### src/rtl/pw_pkg.sv
`default_nettype none

package pw_pkg;

    localparam int DATA_W  = 8;
    localparam int MUL_W   = 16;
    localparam int BIAS_W  = 32;
    localparam int SHIFT_W = 6;
    localparam int ACC_W   = 32;
    localparam int WR_W    = 32;

    localparam int PW_GROUP   = 4;   // Power of two, lanes are split off out_ch bits.
    localparam int NUM_LAYERS = 4;
    localparam int MAX_IN_CH  = 32;

    localparam int LAYER_IN_C    [NUM_LAYERS] = '{8, 16, 16, 32};
    localparam int LAYER_OUT_C   [NUM_LAYERS] = '{16, 16, 32, 32};
    localparam int LAYER_W_BASE  [NUM_LAYERS] = '{0, 128, 384, 896};
    localparam int LAYER_CH_BASE [NUM_LAYERS] = '{0, 16, 32, 64};

    localparam int WEIGHT_DEPTH = 1920;
    localparam int TOTAL_OUT_CH = 96;
    localparam int WR_ADDR_W    = 11;
    localparam int DIM_W        = 8;

    localparam int LANE_W    = $clog2(PW_GROUP);
    localparam int LAYER_W   = $clog2(NUM_LAYERS);
    localparam int IC_W      = $clog2(MAX_IN_CH);
    localparam int CH_ADDR_W = $clog2(TOTAL_OUT_CH);

    typedef enum logic [2:0] {
        weight,
        bias_acc,
        mul,
        bias_rq,
        shift,
        relu6
    } param_bank_e;

    typedef enum logic [1:0] {
        idle,
        fill,
        hold
    } fill_state_e;

    typedef struct packed {
        logic                 en;
        param_bank_e          bank;
        logic [WR_ADDR_W-1:0] addr;
        logic [WR_W-1:0]      data;
    } wr_cmd_t;

    typedef struct packed {
        logic [DIM_W-1:0] layer;
        logic [DIM_W-1:0] out_ch;
        logic [DIM_W-1:0] in_ch;
    } pw_sel_t;

    typedef struct packed {
        logic signed [ACC_W-1:0]  bias_acc;
        logic signed [MUL_W-1:0]  mul;
        logic signed [BIAS_W-1:0] bias_rq;
        logic [SHIFT_W-1:0]       shift;
        logic signed [DATA_W-1:0] relu6_max;
    } quant_params_t;

    typedef struct packed {
        logic             valid;
        logic [DIM_W-1:0] layer;
        logic [DIM_W-1:0] group;
    } cache_tag_t;

    typedef struct packed {
        logic              valid;
        logic [LANE_W-1:0] lane;
        logic [DIM_W-1:0]  ic;
        logic [DATA_W-1:0] data;
    } fill_beat_t;

    typedef struct packed {
        logic             req;
        logic [DIM_W-1:0] layer;
        logic [DIM_W-1:0] group;
    } grp_req_t;

    function automatic logic [DIM_W-1:0] in_c_of(input logic [DIM_W-1:0] layer);
        if (layer >= NUM_LAYERS) begin
            return '0;
        end
        return DIM_W'(LAYER_IN_C[layer[LAYER_W-1:0]]);
    endfunction

    function automatic logic [DIM_W-1:0] out_c_of(input logic [DIM_W-1:0] layer);
        if (layer >= NUM_LAYERS) begin
            return '0;
        end
        return DIM_W'(LAYER_OUT_C[layer[LAYER_W-1:0]]);
    endfunction

    // Weight bank address of one (oc, ic) pair, oc kept below out_c by the caller.
    function automatic logic [WR_ADDR_W-1:0] w_addr(
        input logic [DIM_W-1:0]        layer,
        input logic [DIM_W+LANE_W-1:0] oc,
        input logic [DIM_W-1:0]        ic
    );
        if (layer >= NUM_LAYERS) begin
            return '0;
        end
        return WR_ADDR_W'(LAYER_W_BASE[layer[LAYER_W-1:0]]
                          + int'(oc) * LAYER_IN_C[layer[LAYER_W-1:0]]
                          + int'(ic));
    endfunction

    function automatic logic [WR_ADDR_W-1:0] ch_addr(
        input logic [DIM_W-1:0] layer,
        input logic [DIM_W-1:0] oc
    );
        if (layer >= NUM_LAYERS) begin
            return '0;
        end
        return WR_ADDR_W'(LAYER_CH_BASE[layer[LAYER_W-1:0]] + int'(oc));
    endfunction

endpackage

`default_nettype wire
### src/rtl/pw_lane_select.sv
`timescale 1ns/1ps
`default_nettype none

module pw_lane_select (
    input  pw_pkg::pw_sel_t                                  sel,
    input  pw_pkg::cache_tag_t                               tag,
    input  logic [pw_pkg::PW_GROUP-1:0][pw_pkg::DATA_W-1:0]  lane_data,
    output logic [pw_pkg::DIM_W-1:0]                         lane_ic,
    output logic [pw_pkg::DATA_W-1:0]                        weight
);

    logic [pw_pkg::DIM_W-1:0]  sel_group;
    logic [pw_pkg::LANE_W-1:0] sel_lane;
    logic                      ic_ok;
    logic                      hit;

    // out_ch splits into group and lane bits.
    assign sel_group = {{pw_pkg::LANE_W{1'b0}}, sel.out_ch[pw_pkg::DIM_W-1:pw_pkg::LANE_W]};
    assign sel_lane  = sel.out_ch[pw_pkg::LANE_W-1:0];

    assign ic_ok   = sel.in_ch < pw_pkg::MAX_IN_CH;
    assign lane_ic = ic_ok ? sel.in_ch : '0;

    assign hit = tag.valid && (tag.layer == sel.layer) && (tag.group == sel_group);

    assign weight = (hit && ic_ok) ? lane_data[sel_lane] : '0;  // Miss reads as zero.

endmodule

`default_nettype wire

### config.mk
export PLATFORM = sky130hd
export DESIGN_NAME = pw_lane_select
export DESIGN_NICKNAME = d
export VERILOG_FILES = /design/src/rtl/pw_pkg.sv /design/src/rtl/pw_lane_select.sv
export SDC_FILE = /design/constraint.sdc
export NUM_CORES = 1
export LEC_CHECK = 0
export ABC_AREA = 0
export BUFFER_PORTS_ARGS = -buffer_cell sky130_fd_sc_hd__buf_2
export CORE_UTILIZATION = 29
export DETAILED_ROUTE_END_ITERATION = 6
export GPL_TIMING_DRIVEN = 1
export PLACE_DENSITY_LB_ADDON = 0.08
export SLEW_MARGIN = 25
export SYNTH_ARGS = -nofsm -noshare
export SYNTH_HDL_FRONTEND = slang
export SYNTH_SLANG_ARGS = --single-unit
### constraint.sdc
create_clock -name vclk -period 1.3
set_input_delay 0.13 -clock vclk [all_inputs]
set_output_delay 0.13 -clock vclk [all_outputs]
set_load 0.05 [all_outputs]
==> impl_metrics.csv <==
group,metric,value,unit
final_layout,num-clock-buffers,0,
clock_tree,postCtsHoldBufs,0,
final_layout,design.seq.count,0,
floorplan,die_y,44.2,um
sta,fmax,715,MHz
detailed_routing,drtIter0Drc,8,
setup_path,crit_type,"input port to output pin",
detailed_routing,vias_per_cell,4.85,
synth,synth_top_area_frac,0.204,
setup_path,cp-end-kind,"output pin",
floorplan,io_pins,89,
final_layout,regArea,0,um2
final_layout,nets,210,
final_layout,multi_input_area,561,um2
setup_path,crit_chain,"buf_2, nor2_1, nand3_2, nor4_4, buf_6, and3_4, buf_8",
detailed_routing,routed_wl,1.74,mm
synth,yosys.cell_types.count,16,
global_route,grt_pass1_vias,693,
final_layout,fillers,113,
floorplan,die-area,0.00195,mm2
detailed_routing,final_antenna_net_count,0,
setup_path,arrival,1270,ps
global_route,antenna_found_initial,0,
synth,synth.avg_cell_area,10.5,um2
floorplan,core,0.00158,mm2
setup_path,slowest_stage,"nor4_4",
synth,netlist_top_cells_area,"mux4_1 (20%), xnor2_1 (20%), mux4_2 (17%), and3_1 (9.7%), and2_1 (6.1%)",
detailed_routing,drc,1,
final_layout,area_growth,121,%
min_path,min_path_cells,3,
setup_path,cpPeakStageDelay,300,ps
detailed_routing,num_vias,733,
global_route,grt_use_total,0.174,
power_and_ir_drop,power_density,247,mW/mm2
status,failed_checks,"design-rule violations, negative setup slack",
synth,ys_top_cells_by_count,"xnor2_1 (12), and3_1 (8), and2_1 (5)",
setup_path,crit_required,1170,ps
sta,fin_crit,1400,ps
global_route,grt_pass1_wl,2.70,mm
sta,rsz0062_at_grt,"yes",
setup_path,startpoint_type,"input port",
run,max_cap_violations,0,
global_route,grt-ovfl-total,0,
synth,yosysMostFrequentCell,"xnor2_1",
final_layout,drive_gt1_frac,0.807,
min_path,min_from,"sel[2]",
placed_design,pre_cts_slack,-303,ps
sta,setup_ws,-99.5,ps
synth,synth-warning-count,0,
min_path,hold_end,"lane_ic[2]",
status,status,"finished with violations",
setup_path,cp_max_fo,8,
sta,fin_crit_sh,1.08,
floorplan,row_count,14,
power_and_ir_drop,vdd_drop_max,0.126,mV
power_and_ir_drop,p_leak,0.592,nW
detailed_routing,wl_per_cell,11.5,um
floorplan,start_util,0.327,
sta,final-max-slew-violation-count,0,
final_layout,antenna_cells,0,
synth,netlist_instances,49,
synth,synth_area_leader_cell,"mux4_1",
floorplan,die_x,44.2,um
placed_design,io_buffers,86,
global_route,grt_max_degree,9,
sta,hold_viol,0,
detailed_routing,dr.pass1.iters,7,
synth,synth_area,515,um2
placed_design,place.gp.congestion,0.711,
min_path,hp-class,"input port to output pin",
final_layout,post-route-util,0.722,
sta,finalSetupViolations,8,
synth,synth.yosys.seq_area_share,0,
-- worst max path at each step --
| stage | endpoint | slack, ps | depth (start not counted) | start |
|---|---|---|---|---|
| after floorplan | weight[0] | 40 | 4 | sel[11] |
| after global placement | weight[0] | -240 | 6 | sel[11] |
| after detailed placement | weight[5] | -300 | 6 | sel[11] |
| after CTS | weight[5] | -190 | 7 | sel[5] |
| after global routing | weight[2] | -170 | 7 | tag[7] |
| final | weight[3] | -100 | 7 | tag[7] |
-- report_power, final --
group          internal, mW  leakage [nW]  total (mW)  switching (mW)
Sequential                0             0           0               0
Clock                     0             0           0               0
Combinational         0.165         0.592       0.281           0.116
Total                 0.165         0.592       0.281           0.116
-- through the flow --
step	hold WS (ps)	setup TNS (ps)	area (um2)	total power, mW	instances
after floorplan	545	0	533	0.145	51
after global placement	670	-1880	961	0.257	150
after detailed placement	669	-2340	961	0.259	150
after CTS	669	-1490	1110	0.275	151
after global routing	676	-1340	1140	0.305	151
final	668	-739	1140	0.281	151
-- what timing repair did --
action / 4_1_cts / 5_1_grt
pin swaps: 7 / 6
buffers inserted: 1 / 0
resized for setup: 37 / 5
endpoints found under the setup margin: 8 / 8
-- cell usage in the layout (no fill, tap or decap), types with 3 or more instances in the layout --
cell and n:
and2_1 5, and3_4 8, buf_2 74, buf_6 4, buf_8 8, conb_1 3
mux4_1 4, mux4_2 4, xnor2_1 8, xnor2_2 4
-- worst max-delay path: cells and delay by family --
family | cells | cell delay (ps)
buffers and inverters | 3 | 390
and+or+nand+nor | 4 | 740
-- layer usage --
| layer | share of wire | vias to the layer above | wire, um | track usage |
|---|---|---|---|---|
| li1 | - | 356 | - | - |
| met1 | 0.33 | 320 | 580 | 0.180 |
| met2 | 0.56 | 55 | 968 | 0.365 |
| met3 | 0.10 | 2 | 182 | 0.0245 |
| met4 | 0.0075 | 0 | 13 | 0.0242 |
| met5 | 0 | - | 0 | 0 |
-- cells by family (layout without fill, tap and decap cells) --
group	count (synthesis)	count (layout)	share of synthesized area
muxes	8	8	0.379
other	1	3	0.00727
xor gates and xnor gates	14	14	0.238
buffers and inverters	5	89	0.0728
and+or+nand+nor	21	21	0.303
-- cell type report --
cell class                 count  area share
multi-input combinational     46       0.492
timing repair buffer          89       0.490
tap                           16      0.0176
Note: power is estimated with default switching activity, not from simulation.
