`config.mk`:
```
export PLATFORM = sky130hd
export DESIGN_NAME = pw_cache_lane
export DESIGN_NICKNAME = d
export VERILOG_FILES = /design/src/rtl/pw_pkg.sv /design/src/rtl/pw_cache_lane.sv
export SDC_FILE = /design/constraint.sdc
export NUM_CORES = 1
export LEC_CHECK = 0
export BUFFER_PORTS_ARGS = -buffer_cell sky130_fd_sc_hd__buf_4
export CAP_MARGIN = 20
export CORE_AREA = 2 2 127 129
export CTS_BUF_LIST = sky130_fd_sc_hd__clkbuf_8
export CTS_CLUSTER_SIZE = 30
export DETAILED_ROUTE_END_ITERATION = 6
export DIE_AREA = 0 0 129 131
export PLACE_DENSITY_LB_ADDON = 0.15
export SETUP_SLACK_MARGIN = 0.02
export SYNTH_ARGS = -nofsm -noshare
export SYNTH_HDL_FRONTEND = slang
export SYNTH_SLANG_ARGS = --single-unit
```
`constraint.sdc`:
```
create_clock -name clk -period 4.4 [get_ports clk]
set_clock_uncertainty 0.05 [all_clocks]
set_input_delay 0.22 -clock clk [delete_from_list [all_inputs] [get_ports clk]]
set_output_delay 0.22 -clock clk [all_outputs]
set_load 0.01 [all_outputs]
```
`src/rtl/pw_pkg.sv`:
```
`default_nettype none

package pw_pkg;

    localparam int DATA_W  = 8;
    localparam int MUL_W   = 16;
    localparam int BIAS_W  = 32;
    localparam int SHIFT_W = 6;
    localparam int ACC_W   = 32;
    localparam int WR_W    = 32;

    localparam int PW_GROUP   = 4;   // Power of two, lanes are split off out_ch bits.
    localparam int NUM_LAYERS = 4;
    localparam int MAX_IN_CH  = 32;

    localparam int LAYER_IN_C    [NUM_LAYERS] = '{8, 16, 16, 32};
    localparam int LAYER_OUT_C   [NUM_LAYERS] = '{16, 16, 32, 32};
    localparam int LAYER_W_BASE  [NUM_LAYERS] = '{0, 128, 384, 896};
    localparam int LAYER_CH_BASE [NUM_LAYERS] = '{0, 16, 32, 64};

    localparam int WEIGHT_DEPTH = 1920;
    localparam int TOTAL_OUT_CH = 96;
    localparam int WR_ADDR_W    = 11;
    localparam int DIM_W        = 8;

    localparam int LANE_W    = $clog2(PW_GROUP);
    localparam int LAYER_W   = $clog2(NUM_LAYERS);
    localparam int IC_W      = $clog2(MAX_IN_CH);
    localparam int CH_ADDR_W = $clog2(TOTAL_OUT_CH);

    typedef enum logic [2:0] {
        weight,
        bias_acc,
        mul,
        bias_rq,
        shift,
        relu6
    } param_bank_e;

    typedef enum logic [1:0] {
        idle,
        fill,
        hold
    } fill_state_e;

    typedef struct packed {
        logic                 en;
        param_bank_e          bank;
        logic [WR_ADDR_W-1:0] addr;
        logic [WR_W-1:0]      data;
    } wr_cmd_t;

    typedef struct packed {
        logic [DIM_W-1:0] layer;
        logic [DIM_W-1:0] out_ch;
        logic [DIM_W-1:0] in_ch;
    } pw_sel_t;

    typedef struct packed {
        logic signed [ACC_W-1:0]  bias_acc;
        logic signed [MUL_W-1:0]  mul;
        logic signed [BIAS_W-1:0] bias_rq;
        logic [SHIFT_W-1:0]       shift;
        logic signed [DATA_W-1:0] relu6_max;
    } quant_params_t;

    typedef struct packed {
        logic             valid;
        logic [DIM_W-1:0] layer;
        logic [DIM_W-1:0] group;
    } cache_tag_t;

    typedef struct packed {
        logic              valid;
        logic [LANE_W-1:0] lane;
        logic [DIM_W-1:0]  ic;
        logic [DATA_W-1:0] data;
    } fill_beat_t;

    typedef struct packed {
        logic             req;
        logic [DIM_W-1:0] layer;
        logic [DIM_W-1:0] group;
    } grp_req_t;

    function automatic logic [DIM_W-1:0] in_c_of(input logic [DIM_W-1:0] layer);
        if (layer >= NUM_LAYERS) begin
            return '0;
        end
        return DIM_W'(LAYER_IN_C[layer[LAYER_W-1:0]]);
    endfunction

    function automatic logic [DIM_W-1:0] out_c_of(input logic [DIM_W-1:0] layer);
        if (layer >= NUM_LAYERS) begin
            return '0;
        end
        return DIM_W'(LAYER_OUT_C[layer[LAYER_W-1:0]]);
    endfunction

    // Weight bank address of one (oc, ic) pair, oc kept below out_c by the caller.
    function automatic logic [WR_ADDR_W-1:0] w_addr(
        input logic [DIM_W-1:0]        layer,
        input logic [DIM_W+LANE_W-1:0] oc,
        input logic [DIM_W-1:0]        ic
    );
        if (layer >= NUM_LAYERS) begin
            return '0;
        end
        return WR_ADDR_W'(LAYER_W_BASE[layer[LAYER_W-1:0]]
                          + int'(oc) * LAYER_IN_C[layer[LAYER_W-1:0]]
                          + int'(ic));
    endfunction

    function automatic logic [WR_ADDR_W-1:0] ch_addr(
        input logic [DIM_W-1:0] layer,
        input logic [DIM_W-1:0] oc
    );
        if (layer >= NUM_LAYERS) begin
            return '0;
        end
        return WR_ADDR_W'(LAYER_CH_BASE[layer[LAYER_W-1:0]] + int'(oc));
    endfunction

endpackage

`default_nettype wire
```
`src/rtl/pw_cache_lane.sv`:
```
`timescale 1ns/1ps
`default_nettype none

module pw_cache_lane (
    input  logic                      clk,
    input  pw_pkg::fill_beat_t        beat,
    input  logic [pw_pkg::DIM_W-1:0]  rd_ic,
    output logic [pw_pkg::DATA_W-1:0] rd_data
);

    logic [pw_pkg::DATA_W-1:0] mem [pw_pkg::MAX_IN_CH];
    logic                      wr_ok;

    // Beat valid already qualified by lane number.
    assign wr_ok = beat.valid && (beat.ic < pw_pkg::MAX_IN_CH);

    always_ff @(posedge clk) begin
        if (wr_ok) begin
            mem[beat.ic[pw_pkg::IC_W-1:0]] <= beat.data;
        end
    end

    assign rd_data = mem[rd_ic[pw_pkg::IC_W-1:0]];

endmodule

`default_nettype wire

```
==> flow_summary_export.csv <==
group,metric,value,unit
layout,final_cells,697,
floorplan,fp.dieW,129,microns
sta,setup_viol,0,
logic_synthesis,yosys.area_share.simple,0.02186,
sta,fin_hold_ws,0.08282,ns
layout,drive_above_1_share,0.3410,
power,powerDensity,422.7,mW/mm^2
min_path,hold_start,"beat[3]",
logic_synthesis,synth_compound_area_frac,0,
min_path,hp-class,"primary input to flip-flop",
logic_synthesis,synth_top_family_by_area,"multiplexers",
floorplan,ioPinCount,36,
sta,finalMaxSlewViolations,0,
drt,drt-initial-drc-count,493,
layout,layout_commonest_cell,"edfxtp_1",
logic_synthesis,syn_area_per_cell,24.15,sq um
critical_path,cp-end-kind,"primary output",
global_routing,antenna_found_initial,0,
global_routing,grt-ovfl-total,0,
layout,fin_util,0.7035,
critical_path,worstSetupStartpointType,"primary input",
clock_tree,clockRootBuffer,"clkbuf_8",
sta,max_slew_margin,0.3612,
power,ir_worst_vdd,0.2621,mV
floorplan,die_height,131,microns
logic_synthesis,yosysSeqAreaShare,0.7763,
logic_synthesis,synth_seq_cells,256,
clock_tree,ctsResizeCount,0,
sta,worst_slack,1.471,ns
sta,rsz0062_at_grt,"false",
logic_synthesis,synth.area.mux_share,0.1911,
logic_synthesis,synth_cell_types,15,
global_routing,grt_pass1_wl,27320,microns
critical_path,critPathKind,"primary input to primary output",
clock_tree,cts-buffers-inserted,39,
global_routing,first_global_vias,4563,
drt,wirelength,18420,microns
outcome,status,"complete, no violations",
floorplan,die_area,0.01690,sq mm
layout,largest_register_ffs,256,
critical_path,cp.arrival,2.66,ns
sta,final_hold_viol_count,0,
flow_run,drv_cap,0,
global_routing,grt_max_degree,65,
placed_design,port_buffers,30,
placed_design,gp_congestion,0.7303,
clock_tree,cts_tree,"yes",
layout,final_cell_mix,"256 x edfxtp_1, 80 x mux4_2, 41 x clkbuf_8",
power,p_leak,3.429,nW
power,finalPower,4.639,mW
logic_synthesis,synth_nets,438,
layout,syn2layout_area_growth,10.82,%
logic_synthesis,syn-instance-count,410,
min_path,whs_endpoint,"mem[16][3]",
logic_synthesis,synth_xor_area_frac,0,
drt,routed_via_density,6.267,
placed_design,hpwlAfterDp,10950,microns
clock_tree,cts_buffer_depth,3,
sta,fin_setup_tns,0,ns
clock_tree,cts.reportedPaths.clkPinSlew,0.06,ns
sta,max_freq,341.5,MHz
drt,via_count,4368,
sta,fin_crit,2.929,ns
layout,n_antenna_cell,0,
min_path,worstHoldPathCells,1,
layout,finalInstanceArea,0.01097,sq mm
sta,worst_slew_pin_slew,0.9547,ns
floorplan,rows,46,
drt,drt_first_pass_iters,5,
drt,post_drt_wl_per_cell,26.42,microns
drt,ant_nets,0,
clock_tree,ctsHoldBuffers,0,
critical_path,crit_required,4.13,ns
logic_synthesis,yosysWarnings,0,
global_routing,grtUsageTotal,0.2332,
drt,drc,0,
placed_design,place_worst_setup_slack,1.376,ns
logic_synthesis,synth_adder_area_share,0,
placed_design,post-place-cells,637,
sta,post-route-period-util,0.6656,
placed_design,placedInstanceArea,0.01031,sq mm
floorplan,initial_core_util,0.6348,
logic_synthesis,synth_area,0.009902,sq mm
floorplan,core,0.01560,sq mm
clock_tree,cts_htree_levels,2,
layout,nets,490,
clock_tree,post_cts_buffers,0,
critical_path,critPathMaxFanout,33,
clock_tree,clock_sinks,256,
-- layer usage --
metal | track usage | vias to the layer above | share of wire
met2 | 0.3582 | 185 | 0.48
met4 | 0.05882 | 0 | 0.014
met3 | 0.05090 | 21 | 0.071
li1 | - | 1858 | -
met1 | 0.3539 | 2304 | 0.43
met5 | 0 | - | 0
-- critical path: stages --
cell and delay (ns):
buf_4 0.51, buf_12 0.34, mux4_2 0.59, mux4_2 0.51, mux2_2 0.29, buf_4 0.14
-- synthesized netlist by cell type --
cell,n,area [sq um]
nor2_1,33,123.9
buf_6,1,11.26
edfxtp_1,256,7687
mux2_2,8,90.09
nand2_1,1,3.750
nor4b_1,1,8.760
clkbuf_1,7,26.28
mux4_2,80,1802
or3b_2,3,26.28
buf_2,1,5.000
nand3_1,2,10.01
buf_4,6,45.04
or3_1,1,6.260
nand3b_1,5,37.54
buf_1,5,18.77
-- area by class of cell --
class / count / area (sq um)
sequential: 256 / 7687
timing repair buffer: 31 / 245.2
clock buffer: 41 / 564.3
fill: 913 / 4624
clock inverter: 19 / 97.59
tap: 216 / 270.3
multi-input combinational: 134 / 2108
-- logic make-up (layout without fill, tap and decap cells) --
logic type	after synthesis	after routing
muxes	88	88
buffers and inverters	20	91
and+or+nand+nor	46	46
DFF	256	256
-- where the power goes --
part | internal (mW) | total, mW | switching [mW]
Combinational | 0.112 | 0.239 | 0.127
Sequential | 2.69 | 2.69 | 0.00112
Clock | 0.904 | 1.71 | 0.807
Total | 3.70 | 4.64 | 0.935
-- worst max path at each step --
stage | depth (start not counted) | to | from
after floorplan | 5 | rd_data[0] | rd_ic[2]
after global placement | 6 | rd_data[4] | rd_ic[1]
after detailed placement | 6 | rd_data[4] | rd_ic[1]
after CTS | 6 | rd_data[4] | rd_ic[1]
after global routing | 6 | rd_data[4] | rd_ic[1]
final | 6 | rd_data[4] | rd_ic[1]
No activity file was read; power rests on OpenSTA's default activity.
