<file path="config.mk">
export PLATFORM = sky130hd
export DESIGN_NAME = pw_group_filler
export DESIGN_NICKNAME = d
export VERILOG_FILES = /design/src/rtl/pw_pkg.sv /design/src/rtl/pw_group_filler.sv
export SDC_FILE = /design/constraint.sdc
export NUM_CORES = 1
export LEC_CHECK = 0
export ABC_AREA = 0
export BUFFER_PORTS_ARGS = -buffer_cell sky130_fd_sc_hd__buf_4
export CAP_MARGIN = 20
export CORE_MARGIN = 2
export CORE_UTILIZATION = 45
export CTS_CLUSTER_DIAMETER = 40
export DETAILED_ROUTE_END_ITERATION = 10
export PLACE_DENSITY = 0.65
export SLEW_MARGIN = 20
export SYNTH_ARGS = -nofsm -noshare
export SYNTH_HDL_FRONTEND = slang
export SYNTH_SLANG_ARGS = --single-unit
</file>
<file path="constraint.sdc">
create_clock -name clk -period 13 [get_ports clk]
set_input_delay 0.65 -clock clk [delete_from_list [all_inputs] [get_ports clk]]
set_output_delay 0.65 -clock clk [all_outputs]
set_load 0.01 [all_outputs]
</file>
<file path="src/rtl/pw_pkg.sv">
`default_nettype none

package pw_pkg;

    localparam int DATA_W  = 8;
    localparam int MUL_W   = 16;
    localparam int BIAS_W  = 32;
    localparam int SHIFT_W = 6;
    localparam int ACC_W   = 32;
    localparam int WR_W    = 32;

    localparam int PW_GROUP   = 4;   // Power of two, lanes are split off out_ch bits.
    localparam int NUM_LAYERS = 4;
    localparam int MAX_IN_CH  = 32;

    localparam int LAYER_IN_C    [NUM_LAYERS] = '{8, 16, 16, 32};
    localparam int LAYER_OUT_C   [NUM_LAYERS] = '{16, 16, 32, 32};
    localparam int LAYER_W_BASE  [NUM_LAYERS] = '{0, 128, 384, 896};
    localparam int LAYER_CH_BASE [NUM_LAYERS] = '{0, 16, 32, 64};

    localparam int WEIGHT_DEPTH = 1920;
    localparam int TOTAL_OUT_CH = 96;
    localparam int WR_ADDR_W    = 11;
    localparam int DIM_W        = 8;

    localparam int LANE_W    = $clog2(PW_GROUP);
    localparam int LAYER_W   = $clog2(NUM_LAYERS);
    localparam int IC_W      = $clog2(MAX_IN_CH);
    localparam int CH_ADDR_W = $clog2(TOTAL_OUT_CH);

    typedef enum logic [2:0] {
        weight,
        bias_acc,
        mul,
        bias_rq,
        shift,
        relu6
    } param_bank_e;

    typedef enum logic [1:0] {
        idle,
        fill,
        hold
    } fill_state_e;

    typedef struct packed {
        logic                 en;
        param_bank_e          bank;
        logic [WR_ADDR_W-1:0] addr;
        logic [WR_W-1:0]      data;
    } wr_cmd_t;

    typedef struct packed {
        logic [DIM_W-1:0] layer;
        logic [DIM_W-1:0] out_ch;
        logic [DIM_W-1:0] in_ch;
    } pw_sel_t;

    typedef struct packed {
        logic signed [ACC_W-1:0]  bias_acc;
        logic signed [MUL_W-1:0]  mul;
        logic signed [BIAS_W-1:0] bias_rq;
        logic [SHIFT_W-1:0]       shift;
        logic signed [DATA_W-1:0] relu6_max;
    } quant_params_t;

    typedef struct packed {
        logic             valid;
        logic [DIM_W-1:0] layer;
        logic [DIM_W-1:0] group;
    } cache_tag_t;

    typedef struct packed {
        logic              valid;
        logic [LANE_W-1:0] lane;
        logic [DIM_W-1:0]  ic;
        logic [DATA_W-1:0] data;
    } fill_beat_t;

    typedef struct packed {
        logic             req;
        logic [DIM_W-1:0] layer;
        logic [DIM_W-1:0] group;
    } grp_req_t;

    function automatic logic [DIM_W-1:0] in_c_of(input logic [DIM_W-1:0] layer);
        if (layer >= NUM_LAYERS) begin
            return '0;
        end
        return DIM_W'(LAYER_IN_C[layer[LAYER_W-1:0]]);
    endfunction

    function automatic logic [DIM_W-1:0] out_c_of(input logic [DIM_W-1:0] layer);
        if (layer >= NUM_LAYERS) begin
            return '0;
        end
        return DIM_W'(LAYER_OUT_C[layer[LAYER_W-1:0]]);
    endfunction

    // Weight bank address of one (oc, ic) pair, oc kept below out_c by the caller.
    function automatic logic [WR_ADDR_W-1:0] w_addr(
        input logic [DIM_W-1:0]        layer,
        input logic [DIM_W+LANE_W-1:0] oc,
        input logic [DIM_W-1:0]        ic
    );
        if (layer >= NUM_LAYERS) begin
            return '0;
        end
        return WR_ADDR_W'(LAYER_W_BASE[layer[LAYER_W-1:0]]
                          + int'(oc) * LAYER_IN_C[layer[LAYER_W-1:0]]
                          + int'(ic));
    endfunction

    function automatic logic [WR_ADDR_W-1:0] ch_addr(
        input logic [DIM_W-1:0] layer,
        input logic [DIM_W-1:0] oc
    );
        if (layer >= NUM_LAYERS) begin
            return '0;
        end
        return WR_ADDR_W'(LAYER_CH_BASE[layer[LAYER_W-1:0]] + int'(oc));
    endfunction

endpackage

`default_nettype wire
</file>
<file path="src/rtl/pw_group_filler.sv">
`timescale 1ns/1ps
`default_nettype none

module pw_group_filler (
    input  logic                         clk,
    input  logic                         rst_n,
    input  pw_pkg::grp_req_t             grp,
    output logic [pw_pkg::WR_ADDR_W-1:0] src_addr,
    input  logic [pw_pkg::DATA_W-1:0]    src_data,
    output pw_pkg::fill_beat_t           beat,
    output pw_pkg::cache_tag_t           tag,
    output logic                         grp_ready
);

    pw_pkg::fill_state_e state;

    logic [pw_pkg::DIM_W-1:0]              ic_cnt;
    logic [pw_pkg::LANE_W:0]               lane_cnt;  // Top bit set once all lanes issued.
    logic [pw_pkg::DIM_W-1:0]              in_c;
    logic [pw_pkg::DIM_W-1:0]              last_ic;
    logic [pw_pkg::DIM_W+pw_pkg::LANE_W-1:0] oc_glb;
    logic                                  issue;
    logic                                  real_ch;
    logic                                  last_issue;
    logic                                  tag_hit;
    logic                                  accept;

    logic                      beat_vld_q;
    logic                      beat_last_q;
    logic                      beat_zero_q;
    logic [pw_pkg::LANE_W-1:0] beat_lane_q;
    logic [pw_pkg::DIM_W-1:0]  beat_ic_q;

    assign in_c    = pw_pkg::in_c_of(tag.layer);
    assign last_ic = (in_c == '0) ? '0 : in_c - 1'b1;
    assign oc_glb  = {tag.group, lane_cnt[pw_pkg::LANE_W-1:0]};  // group * PW_GROUP + lane.
    assign issue   = (state == pw_pkg::fill) && !lane_cnt[pw_pkg::LANE_W];
    assign real_ch = oc_glb < {{pw_pkg::LANE_W{1'b0}}, pw_pkg::out_c_of(tag.layer)};

    assign last_issue = issue && (ic_cnt == last_ic) && (&lane_cnt[pw_pkg::LANE_W-1:0]);

    // Channels past out_c read nothing.
    assign src_addr = (issue && real_ch) ? pw_pkg::w_addr(tag.layer, oc_glb, ic_cnt) : '0;

    assign tag_hit   = tag.valid && (tag.layer == grp.layer) && (tag.group == grp.group);
    assign accept    = grp.req && (state != pw_pkg::fill) && !tag_hit;
    assign grp_ready = (state == pw_pkg::hold) && tag_hit;

    always_ff @(posedge clk or negedge rst_n) begin
        if (!rst_n) begin
            state    <= pw_pkg::idle;
            tag      <= '0;
            ic_cnt   <= '0;
            lane_cnt <= '0;
        end else if (accept) begin
            state     <= pw_pkg::fill;
            tag.valid <= 1'b0;
            tag.layer <= grp.layer;
            tag.group <= grp.group;
            ic_cnt    <= '0;
            lane_cnt  <= '0;
        end else if (state == pw_pkg::fill) begin
            if (issue) begin
                if (ic_cnt == last_ic) begin
                    ic_cnt   <= '0;
                    lane_cnt <= lane_cnt + 1'b1;
                end else begin
                    ic_cnt <= ic_cnt + 1'b1;
                end
            end
            if (beat_last_q) begin
                state     <= pw_pkg::hold;  // Last beat lands this edge.
                tag.valid <= 1'b1;
            end
        end
    end

    always_ff @(posedge clk or negedge rst_n) begin
        if (!rst_n) begin
            beat_vld_q  <= 1'b0;
            beat_last_q <= 1'b0;
        end else begin
            beat_vld_q  <= issue;
            beat_last_q <= last_issue;
        end
    end

    always_ff @(posedge clk) begin
        beat_lane_q <= lane_cnt[pw_pkg::LANE_W-1:0];
        beat_ic_q   <= ic_cnt;
        beat_zero_q <= !real_ch;
    end

    always_comb begin
        beat.valid = beat_vld_q;
        beat.lane  = beat_lane_q;
        beat.ic    = beat_ic_q;
        beat.data  = beat_zero_q ? '0 : src_data;
    end

endmodule

`default_nettype wire

</file>
==> results of run 1 <==
[power groups by stage]
stage                     clock [mW]  sequential [mW]  combinational [mW]
after floorplan                    0            0.266               0.453
after global placement             0            0.267               0.623
after detailed placement           0            0.268               0.642
after CTS                      0.103            0.266               0.646
after global routing           0.109            0.277               0.726
final                          0.102            0.266               0.634
[metrics by stage]
step	cells	area [sq um]	hold WS (ps)	utilization (%)
after global routing	448	3717	299.0	58.21
final	448	3717	273.9	58.21
after CTS	448	3717	291.3	58.21
after detailed placement	440	3611	450.6	56.54
after global placement	440	3611	447.4	56.54
after floorplan	295	2998	354.4	-
[layer usage]
layer	wire length, um	track usage, %
met5	0	0
met4	63	3.752
met3	513	4.524
met2	3096	31.39
met1	2937	25.20
[critical path: stages (launching register included)]
cell and delay [ps]:
dfrtp_1 500, inv_1 80, ha_1 470, nand2_1 130, fa_1 510, inv_1 40
ha_1 190, fa_1 460, ha_1 290, inv_1 50, fa_1 470, inv_1 70
ha_1 290, a21o_1 150, a21oi_1 170, xnor2_1 150, xnor2_1 130, and2_1 140
buf_4 110
[worst max-delay path by stage]
stage	startpoint	to	slack, ps	cells past startpoint
final	tag[9]	src_addr[10]	7680	18
after global routing	tag[9]	src_addr[10]	7340	18
after CTS	tag[9]	src_addr[10]	7630	18
after detailed placement	tag[9]	src_addr[10]	7950	18
after global placement	tag[9]	src_addr[10]	8110	18
after floorplan	tag[9]	src_addr[10]	8160	18
[registers in the layout, indices dropped and copies added (netlist names)]
register	count
beat_zero_q	1
beat_ic_q	8
lane_cnt	3
state	1
beat_last_q	1
ic_cnt	8
beat_vld_q	1
tag	17
beat_lane_q	2
[final cells by class]
type                       instances  area share [%]
multi-input combinational        209           48.87
tap                               77           2.592
sequential                        42           26.79
clock inverter                     1          0.8078
timing repair buffer              75           15.15
clock buffer                       7           2.053
inverter                          37           3.736
[kinds of logic after synthesis]
kind of cell / after synthesis
AOI/OAI and AO/OA: 27
muxes: 19
DFF: 42
buffers and inverters: 44
and+or+nand+nor: 89
xor gates and xnor gates: 32
adders and majority gates: 42
[Yosys cell counts, drive strengths merged (2+ instances only)]
library cell / number
clkbuf: 2
nand2b: 2
nor4: 8
ha: 31
mux2i: 2
and2: 20
nand2: 17
nor2b: 8
o21a: 2
o2111ai: 2
or4: 3
fa: 11
nand4: 3
buf: 5
a21oi: 5
dfxtp: 11
o22ai: 3
o21ai: 3
dfrtp: 31
nor3: 7
xor2: 14
nor2: 10
xnor2: 18
o2111a: 2
o31ai: 2
inv: 36
nand3: 3
mux2: 17
==> out/results.ini, run 1 <==
[clock_tree]
cts_tree = yes
htreeDepth = 2
clk_path_buf_depth = 2
cts_made_buffers = 5
clock-sinks = 42
post_cts_resized = 0
cts_setup_buffers = 0
cts.clk_slew.worst_paths_ps = 90
cts_root_buffer = clkbuf_8
insertion_delay_ps = 290
ctsHoldBuffers = 0

[grt]
grt_max_degree = 32
grt_pass1_wl_mm = 11.19
track_usage_pct = 18.85
grt_pass1_vias = 2338
antenna_found_initial = 0
grt-ovfl-total = 0

[sta]
skew_ps = 11.14
relSlewSlack_pct = 54.43
final_hold_viol_count = 0
tightest_slew_ps = 664.5
fin_crit_ps = 5324
slew_violations = 0
rsz0062_at_grt = false
setup_tns_ps = 0
setup_violations = 0
timing.final.ws_setup_ps = 7676
fmax_ghz = 0.1878
fin_crit_sh_pct = 40.95

[synth]
netlist.area_leader.share_pct = 25.88
async_flop_share_pct = 73.81
yosys-mux-area-fraction_pct = 7.053
ys_seq_area_share_pct = 33.22
synth_top_family_by_area = adder cells
syn_area_per_cell_sq_um = 10.16
synth_largest_area_cell = dfrtp_1
ys_types = 49
synthSimpleGateAreaFrac_pct = 16.86
synthTopCellsByArea = dfrtp_1 26%, ha_1 13%, dfxtp_1 7.3%, fa_1 7.3%, mux2_2 6.4%
synth_edf_count = 0
synth_ff_type = dfrtp_1
synth-seq-cells = 42
synth_xor_area_share_pct = 9.349
ys_warn_count = 0
synth_compound_area_share_pct = 7.053
synthesis.area_sq_um = 2998
synth_fa_ha_area_share_pct = 20.28
syn_inst = 295
syn_nets = 364

[pwr]
clkPwrFrac_pct = 10.1
p_leak_nw = 1.790
switching_share_pct = 45.57
combPwrFrac_pct = 63.3
total_power_mw = 1.002
p_int_uw = 545.4
pwr-share-seq_pct = 26.5
netSwitchingPower_uw = 456.6
cellPowerDensity_nw_per_um2 = 269.5
vdd_drop_max_v = 0.0001789

[final_layout]
layout_common_cells = 75 x buf_4, 36 x inv_1, 31 x ha_1, 31 x dfrtp_1, 18 x xnor2_1
final_common_cell = buf_4
area_growth_syn_to_layout_pct = 24.00
drive_above_1_share_pct = 28.03
n_antenna_cell = 0
register_area_sq_um = 996.0
multiInputGateArea_sq_um = 1817
layout.nets = 439
n_fill_cell = 584

[place]
numPortBuffers = 74
place_congestion = 0.7846
place_ws_ps = 7946
dp_hpwl_mm = 5.322

[setup_path]
cp-start-kind = flop
critical_path_class = reg2out
rr_startpoint = tag[10]
cp.arrival_ps = 4670
cp.required_ps = 12350
reg2reg_depth = 10
cp-end-kind = output pin
r2r_end = ic_cnt[2]
cp_max_fo = 10
reg2reg_slack_ps = 9400

[detailed_routing]
dr.pass1.iters = 4
wire_per_inst_um = 14.76
ant_nets = 0
via_per_inst = 5.214
vias = 2336
drt-initial-drc-count = 75
routed_wirelength_mm = 6.612
drc = 0

[die]
die-area_sq_um = 7331
dieWidth_um = 85.62
initial_core_util_pct = 46.94
die_h_um = 85.62
std_cell_rows = 29
pin_count = 75
core_area_sq_um = 6386

[hold_path]
min_path_type = in2async

[run]
maxCapViolations = 0

[run_status]
status = finished clean

(Power assumes the default switching activity.)
==> run 2: changes to the inputs <==
Settings changed: ABC_AREA 0 to 1, PLACE_DENSITY 0.65 to 0.68.
Clock period 13 ns to 4.4 ns, I/O delays scaled along.
==> run 2 against run 1 <==
Against the previous run: sequential share of layout area is 1.9 points lower; clock power grew to 2.6 times the previous value; area after synthesis is 4.8% higher; worst hold slack worse by 140 ps; register-to-register slack worse by 7600 ps; largest power group unchanged; die area is 4.6% higher.
==> out/results.ini, run 2 <==
[detailed_routing]
routed_wirelength_mm = 7.026
dr.pass1.iters = 4
highest_layer = met4
route.met3.wl_um = 386
drc = 0
wl_met2_mm = 3.382
via_per_inst = 4.714
ant_nets = 0
vias = 2767
drt-initial-drc-count = 142
wl_met1_mm = 3.138
wire_per_inst_um = 11.97

[synth]
yosysMostFrequentCell = nand2_1
ys_types = 31
synth_ff_type = dfrtp_1
synth_top_family_by_area = simple AND/OR/NAND/NOR gates
synth_compound_area_share_pct = 5.416
synth-seq-cells = 42
synth_largest_area_cell = dfrtp_1
yosys-mux-area-fraction_pct = 0
syn_inst = 420
synthTopCellsByCount = 107 x nand2_1, 88 x inv_1, 43 x nor2_1
synth_fa_ha_area_share_pct = 19.35
syn_nets = 489
synthTopCellsByArea = dfrtp_1 25%, nand2_1 13%, ha_1 12%, inv_1 11%, dfxtp_1 7.0%
synth_xor_area_share_pct = 5.018
synthesis.area_sq_um = 3142
async_flop_share_pct = 73.81
synth_edf_count = 0
synthSimpleGateAreaFrac_pct = 25.05
syn_area_per_cell_sq_um = 7.480
ys_seq_area_share_pct = 31.70
ys_warn_count = 0
netlist.area_leader.share_pct = 24.69

[hold_path]
min_path_type = in2reg
hold_path_depth = 3

[sta]
tightest_slew_ps = 451.8
final_hold_viol_count = 0
skew_ps = 6.295
relSlewSlack_pct = 69.77
fin_crit_sh_pct = 99.60
timing.final.ws_setup_ps = 17.80
slew_violations = 0
fmax_ghz = 0.2282
fin_crit_ps = 4382
rsz0062_at_grt = true
setup_tns_ps = 0
setup_violations = 0

[clock_tree]
cts_root_buffer = clkbuf_8
cts_tree = yes
htreeDepth = 2
clk_path_buf_depth = 2
clock-sinks = 42
insertion_delay_ps = 290
cts.clk_slew.worst_paths_ps = 80
cts_made_buffers = 5

[setup_path]
cp.required_ps = 4180
path_depth = 18
reg2reg_depth = 18
cpLargestDelayFamily = adder cells
cp-end-kind = output pin
cp-start-kind = flop
critical_path_class = reg2out
crit_path_top_delay_cell = fa_1
cp.arrival_ps = 4160
cp_max_fo = 3
reg2reg_slack_ps = 1810
cp_slowest_stage_delay_ps = 540
crit_buf_inv = 5
worstPathCellList = inv_2, ha_4, nand2_4, fa_1, inv_1, ha_2, fa_1, ha_1, inv_2, fa_1, inv_2, ha_4, a21o_1, a21oi_2, xor2_1, o21ai_1, nor2_1, buf_4

[grt]
grt-ovfl-total = 0
grt_pass1_vias = 2591
grt_max_degree = 37
antenna_found_initial = 0
track_usage_pct = 19.34
grt_pass1_wl_mm = 11.81

[final_layout]
area_growth_syn_to_layout_pct = 27.56
largest_reg_flops = 17
layout_common_cells = 105 x nand2_1, 87 x buf_4, 84 x inv_1
finalNonFillerCells = 587
utilization_pct = 59.31
drive_above_1_share_pct = 24.65
regMostFlops = tag
n_antenna_cell = 0
layout.nets = 575
final_common_cell = nand2_1
top_regs = tag (17), beat_ic_q (8), ic_cnt (8)

[place]
numPortBuffers = 74
place_ws_ps = 92.75
place_congestion = 0.8715
placed_cells = 569
dp_hpwl_mm = 5.414

[die]
pin_count = 75
std_cell_rows = 30
dieWidth_um = 87.56
die-area_sq_um = 7666
initial_core_util_pct = 46.50
core_area_sq_um = 6756
die_h_um = 87.56

[pwr]
p_leak_nw = 2.334
combPwrFrac_pct = 64.1
switching_share_pct = 47.19
pwr-share-seq_pct = 25.8
clkPwrFrac_pct = 10.1
total_power_mw = 2.639
cellPowerDensity_nw_per_um2 = 658.5
vdd_drop_max_v = 0.0003333
p_int_mw = 1.394
netSwitchingPower_mw = 1.245

[run]
maxCapViolations = 0

[run_status]
status = finished clean

[run 2: metrics by stage]
stage | area [sq um] | hold WS, ps
after global routing | 4008 | 136.1
after CTS | 3978 | 125.1
after detailed placement | 3762 | 180.5
after floorplan | 3143 | -75.59
final | 4008 | 131.3
after global placement | 3762 | 181.0
[run 2: path summary, 6_finish.rpt]
check,startpoint,endpoint
max,tag[9],src_addr[10]
min,grp[10],tag[10]
max reg2reg,tag[8],lane_cnt[1]
min reg2reg,ic_cnt[7],beat_ic_q[7]
max in group asynchronous,rst_n,tag[9]
min in group asynchronous,rst_n,ic_cnt[7]
[run 2: what timing repair did]
item,in CTS,in global routing
setup endpoints to repair,1,3
gates resized for setup,13,5
hold endpoints to repair,31,0
setup buffers,8,1
hold buffers,1,0
pin swaps,11,13
[run 2: cell families after synthesis]
group | count (synthesis)
buffers and inverters | 104
and+or+nand+nor | 181
DFF | 42
AOI/OAI and AO/OA | 33
xor gates and xnor gates | 18
adders and majority gates | 42
[run 2: cell type report]
type,count,area [sq um]
tap,80,100.1
inverter,95,357.8
multi-input combinational,274,1794
sequential,42,997.2
fill,638,2749
timing repair buffer,88,663.1
clock inverter,1,8.758
clock buffer,7,86.33
[run 2: worst register-to-register path, delay by kind of cell (launching register included)]
| kind | cells | cell delay (ps) |
|---|---|---|
| adders and majority gates | 2 | 430 |
| DFF | 1 | 400 |
| and+or+nand+nor | 12 | 1100 |
| AOI/OAI and AO/OA | 1 | 230 |
| buffers and inverters | 3 | 330 |
[run 2: power groups by stage]
| stage | sequential [mW] | clock (mW) | combinational, mW |
|---|---|---|---|
| 6_report | 0.681 | 0.266 | 1.69 |
| 5_1_grt | 0.702 | 0.290 | 1.96 |
| 4_1_cts | 0.677 | 0.273 | 1.63 |
| 3_5_place_dp | 0.686 | 0 | 1.47 |
| 3_3_place_gp | 0.684 | 0 | 1.42 |
| 2_1_floorplan | 0.683 | 0 | 1.01 |
[run 2: routing by layer]
| layer | vias up | global-route usage, % |
|---|---|---|
| li1 | 1435 | - |
| met1 | 1245 | 25.31 |
| met2 | 78 | 33.26 |
| met3 | 9 | 3.016 |
| met4 | 0 | 5.455 |
| met5 | - | 0 |
==> run 3: changes to the inputs <==
Settings changed: CELL_PAD_IN_SITES_DETAIL_PLACEMENT set to 1, CELL_PAD_IN_SITES_GLOBAL_PLACEMENT set to 2, CORE_UTILIZATION 45 to 33, PLACE_DENSITY 0.68 to 0.83.
Clock period 4.4 ns to 5.35 ns, I/O delays scaled along.
==> run 3 against run 2 <==
Against the previous run: wire length up 16%; sequential share of layout area is 0.65 points higher; via count is 0.11% higher; clock skew up 2.9 ps; non-clock buffer count is 13 lower; die area up 35%; final area fell by 2.7%; flip-flop and latch count unchanged; first-iteration DRC count is 57% lower; critical endpoint unchanged.
==> out/results.ini, run 3 (synthesis gave the netlist of run 2 again) <==
[place]
dp_hpwl_mm = 6.620
placed_cells = 614
place_congestion = 0.7876
numPortBuffers = 74

[run_status]
status = finished clean

[final_layout]
regMostFlops = tag
drive_above_1_share_pct = 20.04
layout.nets = 562
layout_common_cells = 107 x nand2_1, 88 x inv_1, 74 x buf_4
finalNonFillerCells = 623
area_growth_syn_to_layout_pct = 24.17
top_regs = tag (17), beat_ic_q (8), ic_cnt (8)
largest_reg_flops = 17
n_fill_cell = 1196
n_antenna_cell = 0
final_common_cell = nand2_1

[detailed_routing]
drc = 0
routed_wirelength_mm = 8.148
vias = 2770
dr.pass1.iters = 4
drt-initial-drc-count = 61
wire_per_inst_um = 13.08
via_per_inst = 4.446
ant_nets = 0

[grt]
track_usage_pct = 17.06
grt_pass1_vias = 2970
grt_max_degree = 37
antenna_found_initial = 0
grt-ovfl-total = 0
grt_pass1_wl_mm = 13.80

[die]
die-area_sq_um = 10320
die_h_um = 101.6
core_area_sq_um = 9240
dieWidth_um = 101.6
pin_count = 75
initial_core_util_pct = 34.00
std_cell_rows = 35

[setup_path]
cp-start-kind = flop
cp.required_ps = 5080
cp_max_fo = 10
critical_path_class = reg2out
cp-end-kind = output pin
cp.arrival_ps = 4640

[clock_tree]
cts_tree = yes
clock-sinks = 42
cts_setup_buffers = 0
insertion_delay_ps = 300
clk_path_buf_depth = 2
cts_root_buffer = clkbuf_8
cts_made_buffers = 5
cts.clk_slew.worst_paths_ps = 90
htreeDepth = 2

[pwr]
cellPowerDensity_nw_per_um2 = 509.4
total_power_mw = 1.987
p_leak_nw = 2.276
vdd_drop_max_v = 0.0002187

[sta]
slew_violations = 0
relSlewSlack_pct = 70.15
fin_crit_ps = 4908
fmax_ghz = 0.2038
tightest_slew_ps = 446.0
final_hold_viol_count = 0
skew_ps = 9.159
setup_violations = 0
setup_tns_ps = 0
fin_crit_sh_pct = 91.73
hold_ws_ps = 182.8
rsz0062_at_grt = false

[run]
maxCapViolations = 0

[hold_path]
min_path_type = in2reg

run 3: layout make-up:
| cell class | count | area [sq um] | area share [%] |
|---|---|---|---|
| clock buffer | 6 | 82.58 | 2.117 |
| multi-input combinational | 274 | 1725 | 44.23 |
| clock inverter | 2 | 12.51 | 0.3207 |
| timing repair buffer | 75 | 565.5 | 14.50 |
| tap | 129 | 161.4 | 4.137 |
| sequential | 42 | 996.0 | 25.53 |
| inverter | 95 | 357.8 | 9.173 |
run 3: worst paths after layout:
check	slack, ps	cells after the start	start	to
worst max-delay path	440	18	tag[9]	src_addr[10]
worst min-delay path	180	3	grp[14]	tag[14]
worst max register to register	2610	17	tag[9]	lane_cnt[1]
worst min register to register	480	0	ic_cnt[7]	beat_ic_q[7]
max in group asynchronous	4600	2	rst_n	ic_cnt[4]
min in group asynchronous	440	2	rst_n	tag[7]
run 3: metrics by stage:
step / utilization [%] / cell area [sq um] / worst slack (ps)
after global routing: 42.22 / 3901 / 115.9
final: 42.22 / 3901 / 442.5
after global placement: 41.06 / 3794 / 790.4
after floorplan: - / 3142 / 879.0
after detailed placement: 41.06 / 3794 / 594.3
after CTS: 42.19 / 3899 / 251.1
run 3: power breakdown:
group	switching (mW)	internal, mW	total [mW]
combinational	0.709	0.486	1.20
sequential	0.146	0.422	0.568
clock	0.120	0.104	0.224
total	0.976	1.01	1.99
run 3: routing by layer:
| metal | vias to the layer above | GRT usage, % | share of wire [%] |
|---|---|---|---|
| met5 | - | 0 | 0 |
| met4 | 0 | 4.886 | 1.3 |
| met3 | 9 | 2.346 | 2.6 |
| met2 | 32 | 29.96 | 49 |
| met1 | 1322 | 21.81 | 47 |
| li1 | 1407 | - | - |
run 3: critical path, cell delays in order (launching register included):
cell and delay (ps):
dfrtp_1 510, inv_2 80, ha_2 430, nand2_1 110
fa_1 530, inv_1 50, ha_1 180, fa_1 460
ha_1 290, inv_1 50, fa_1 470, inv_1 70
ha_1 300, a21o_1 160, a21oi_1 150, xor2_1 190
o21ai_0 90, nor2_1 100, buf_4 120
run 3: repair_timing:
action                                  4_1_cts  5_1_grt
hold buffers                                  1        0
resized for setup                             0        1
endpoints found under the setup margin        0        1
hold endpoints to repair                     31        0
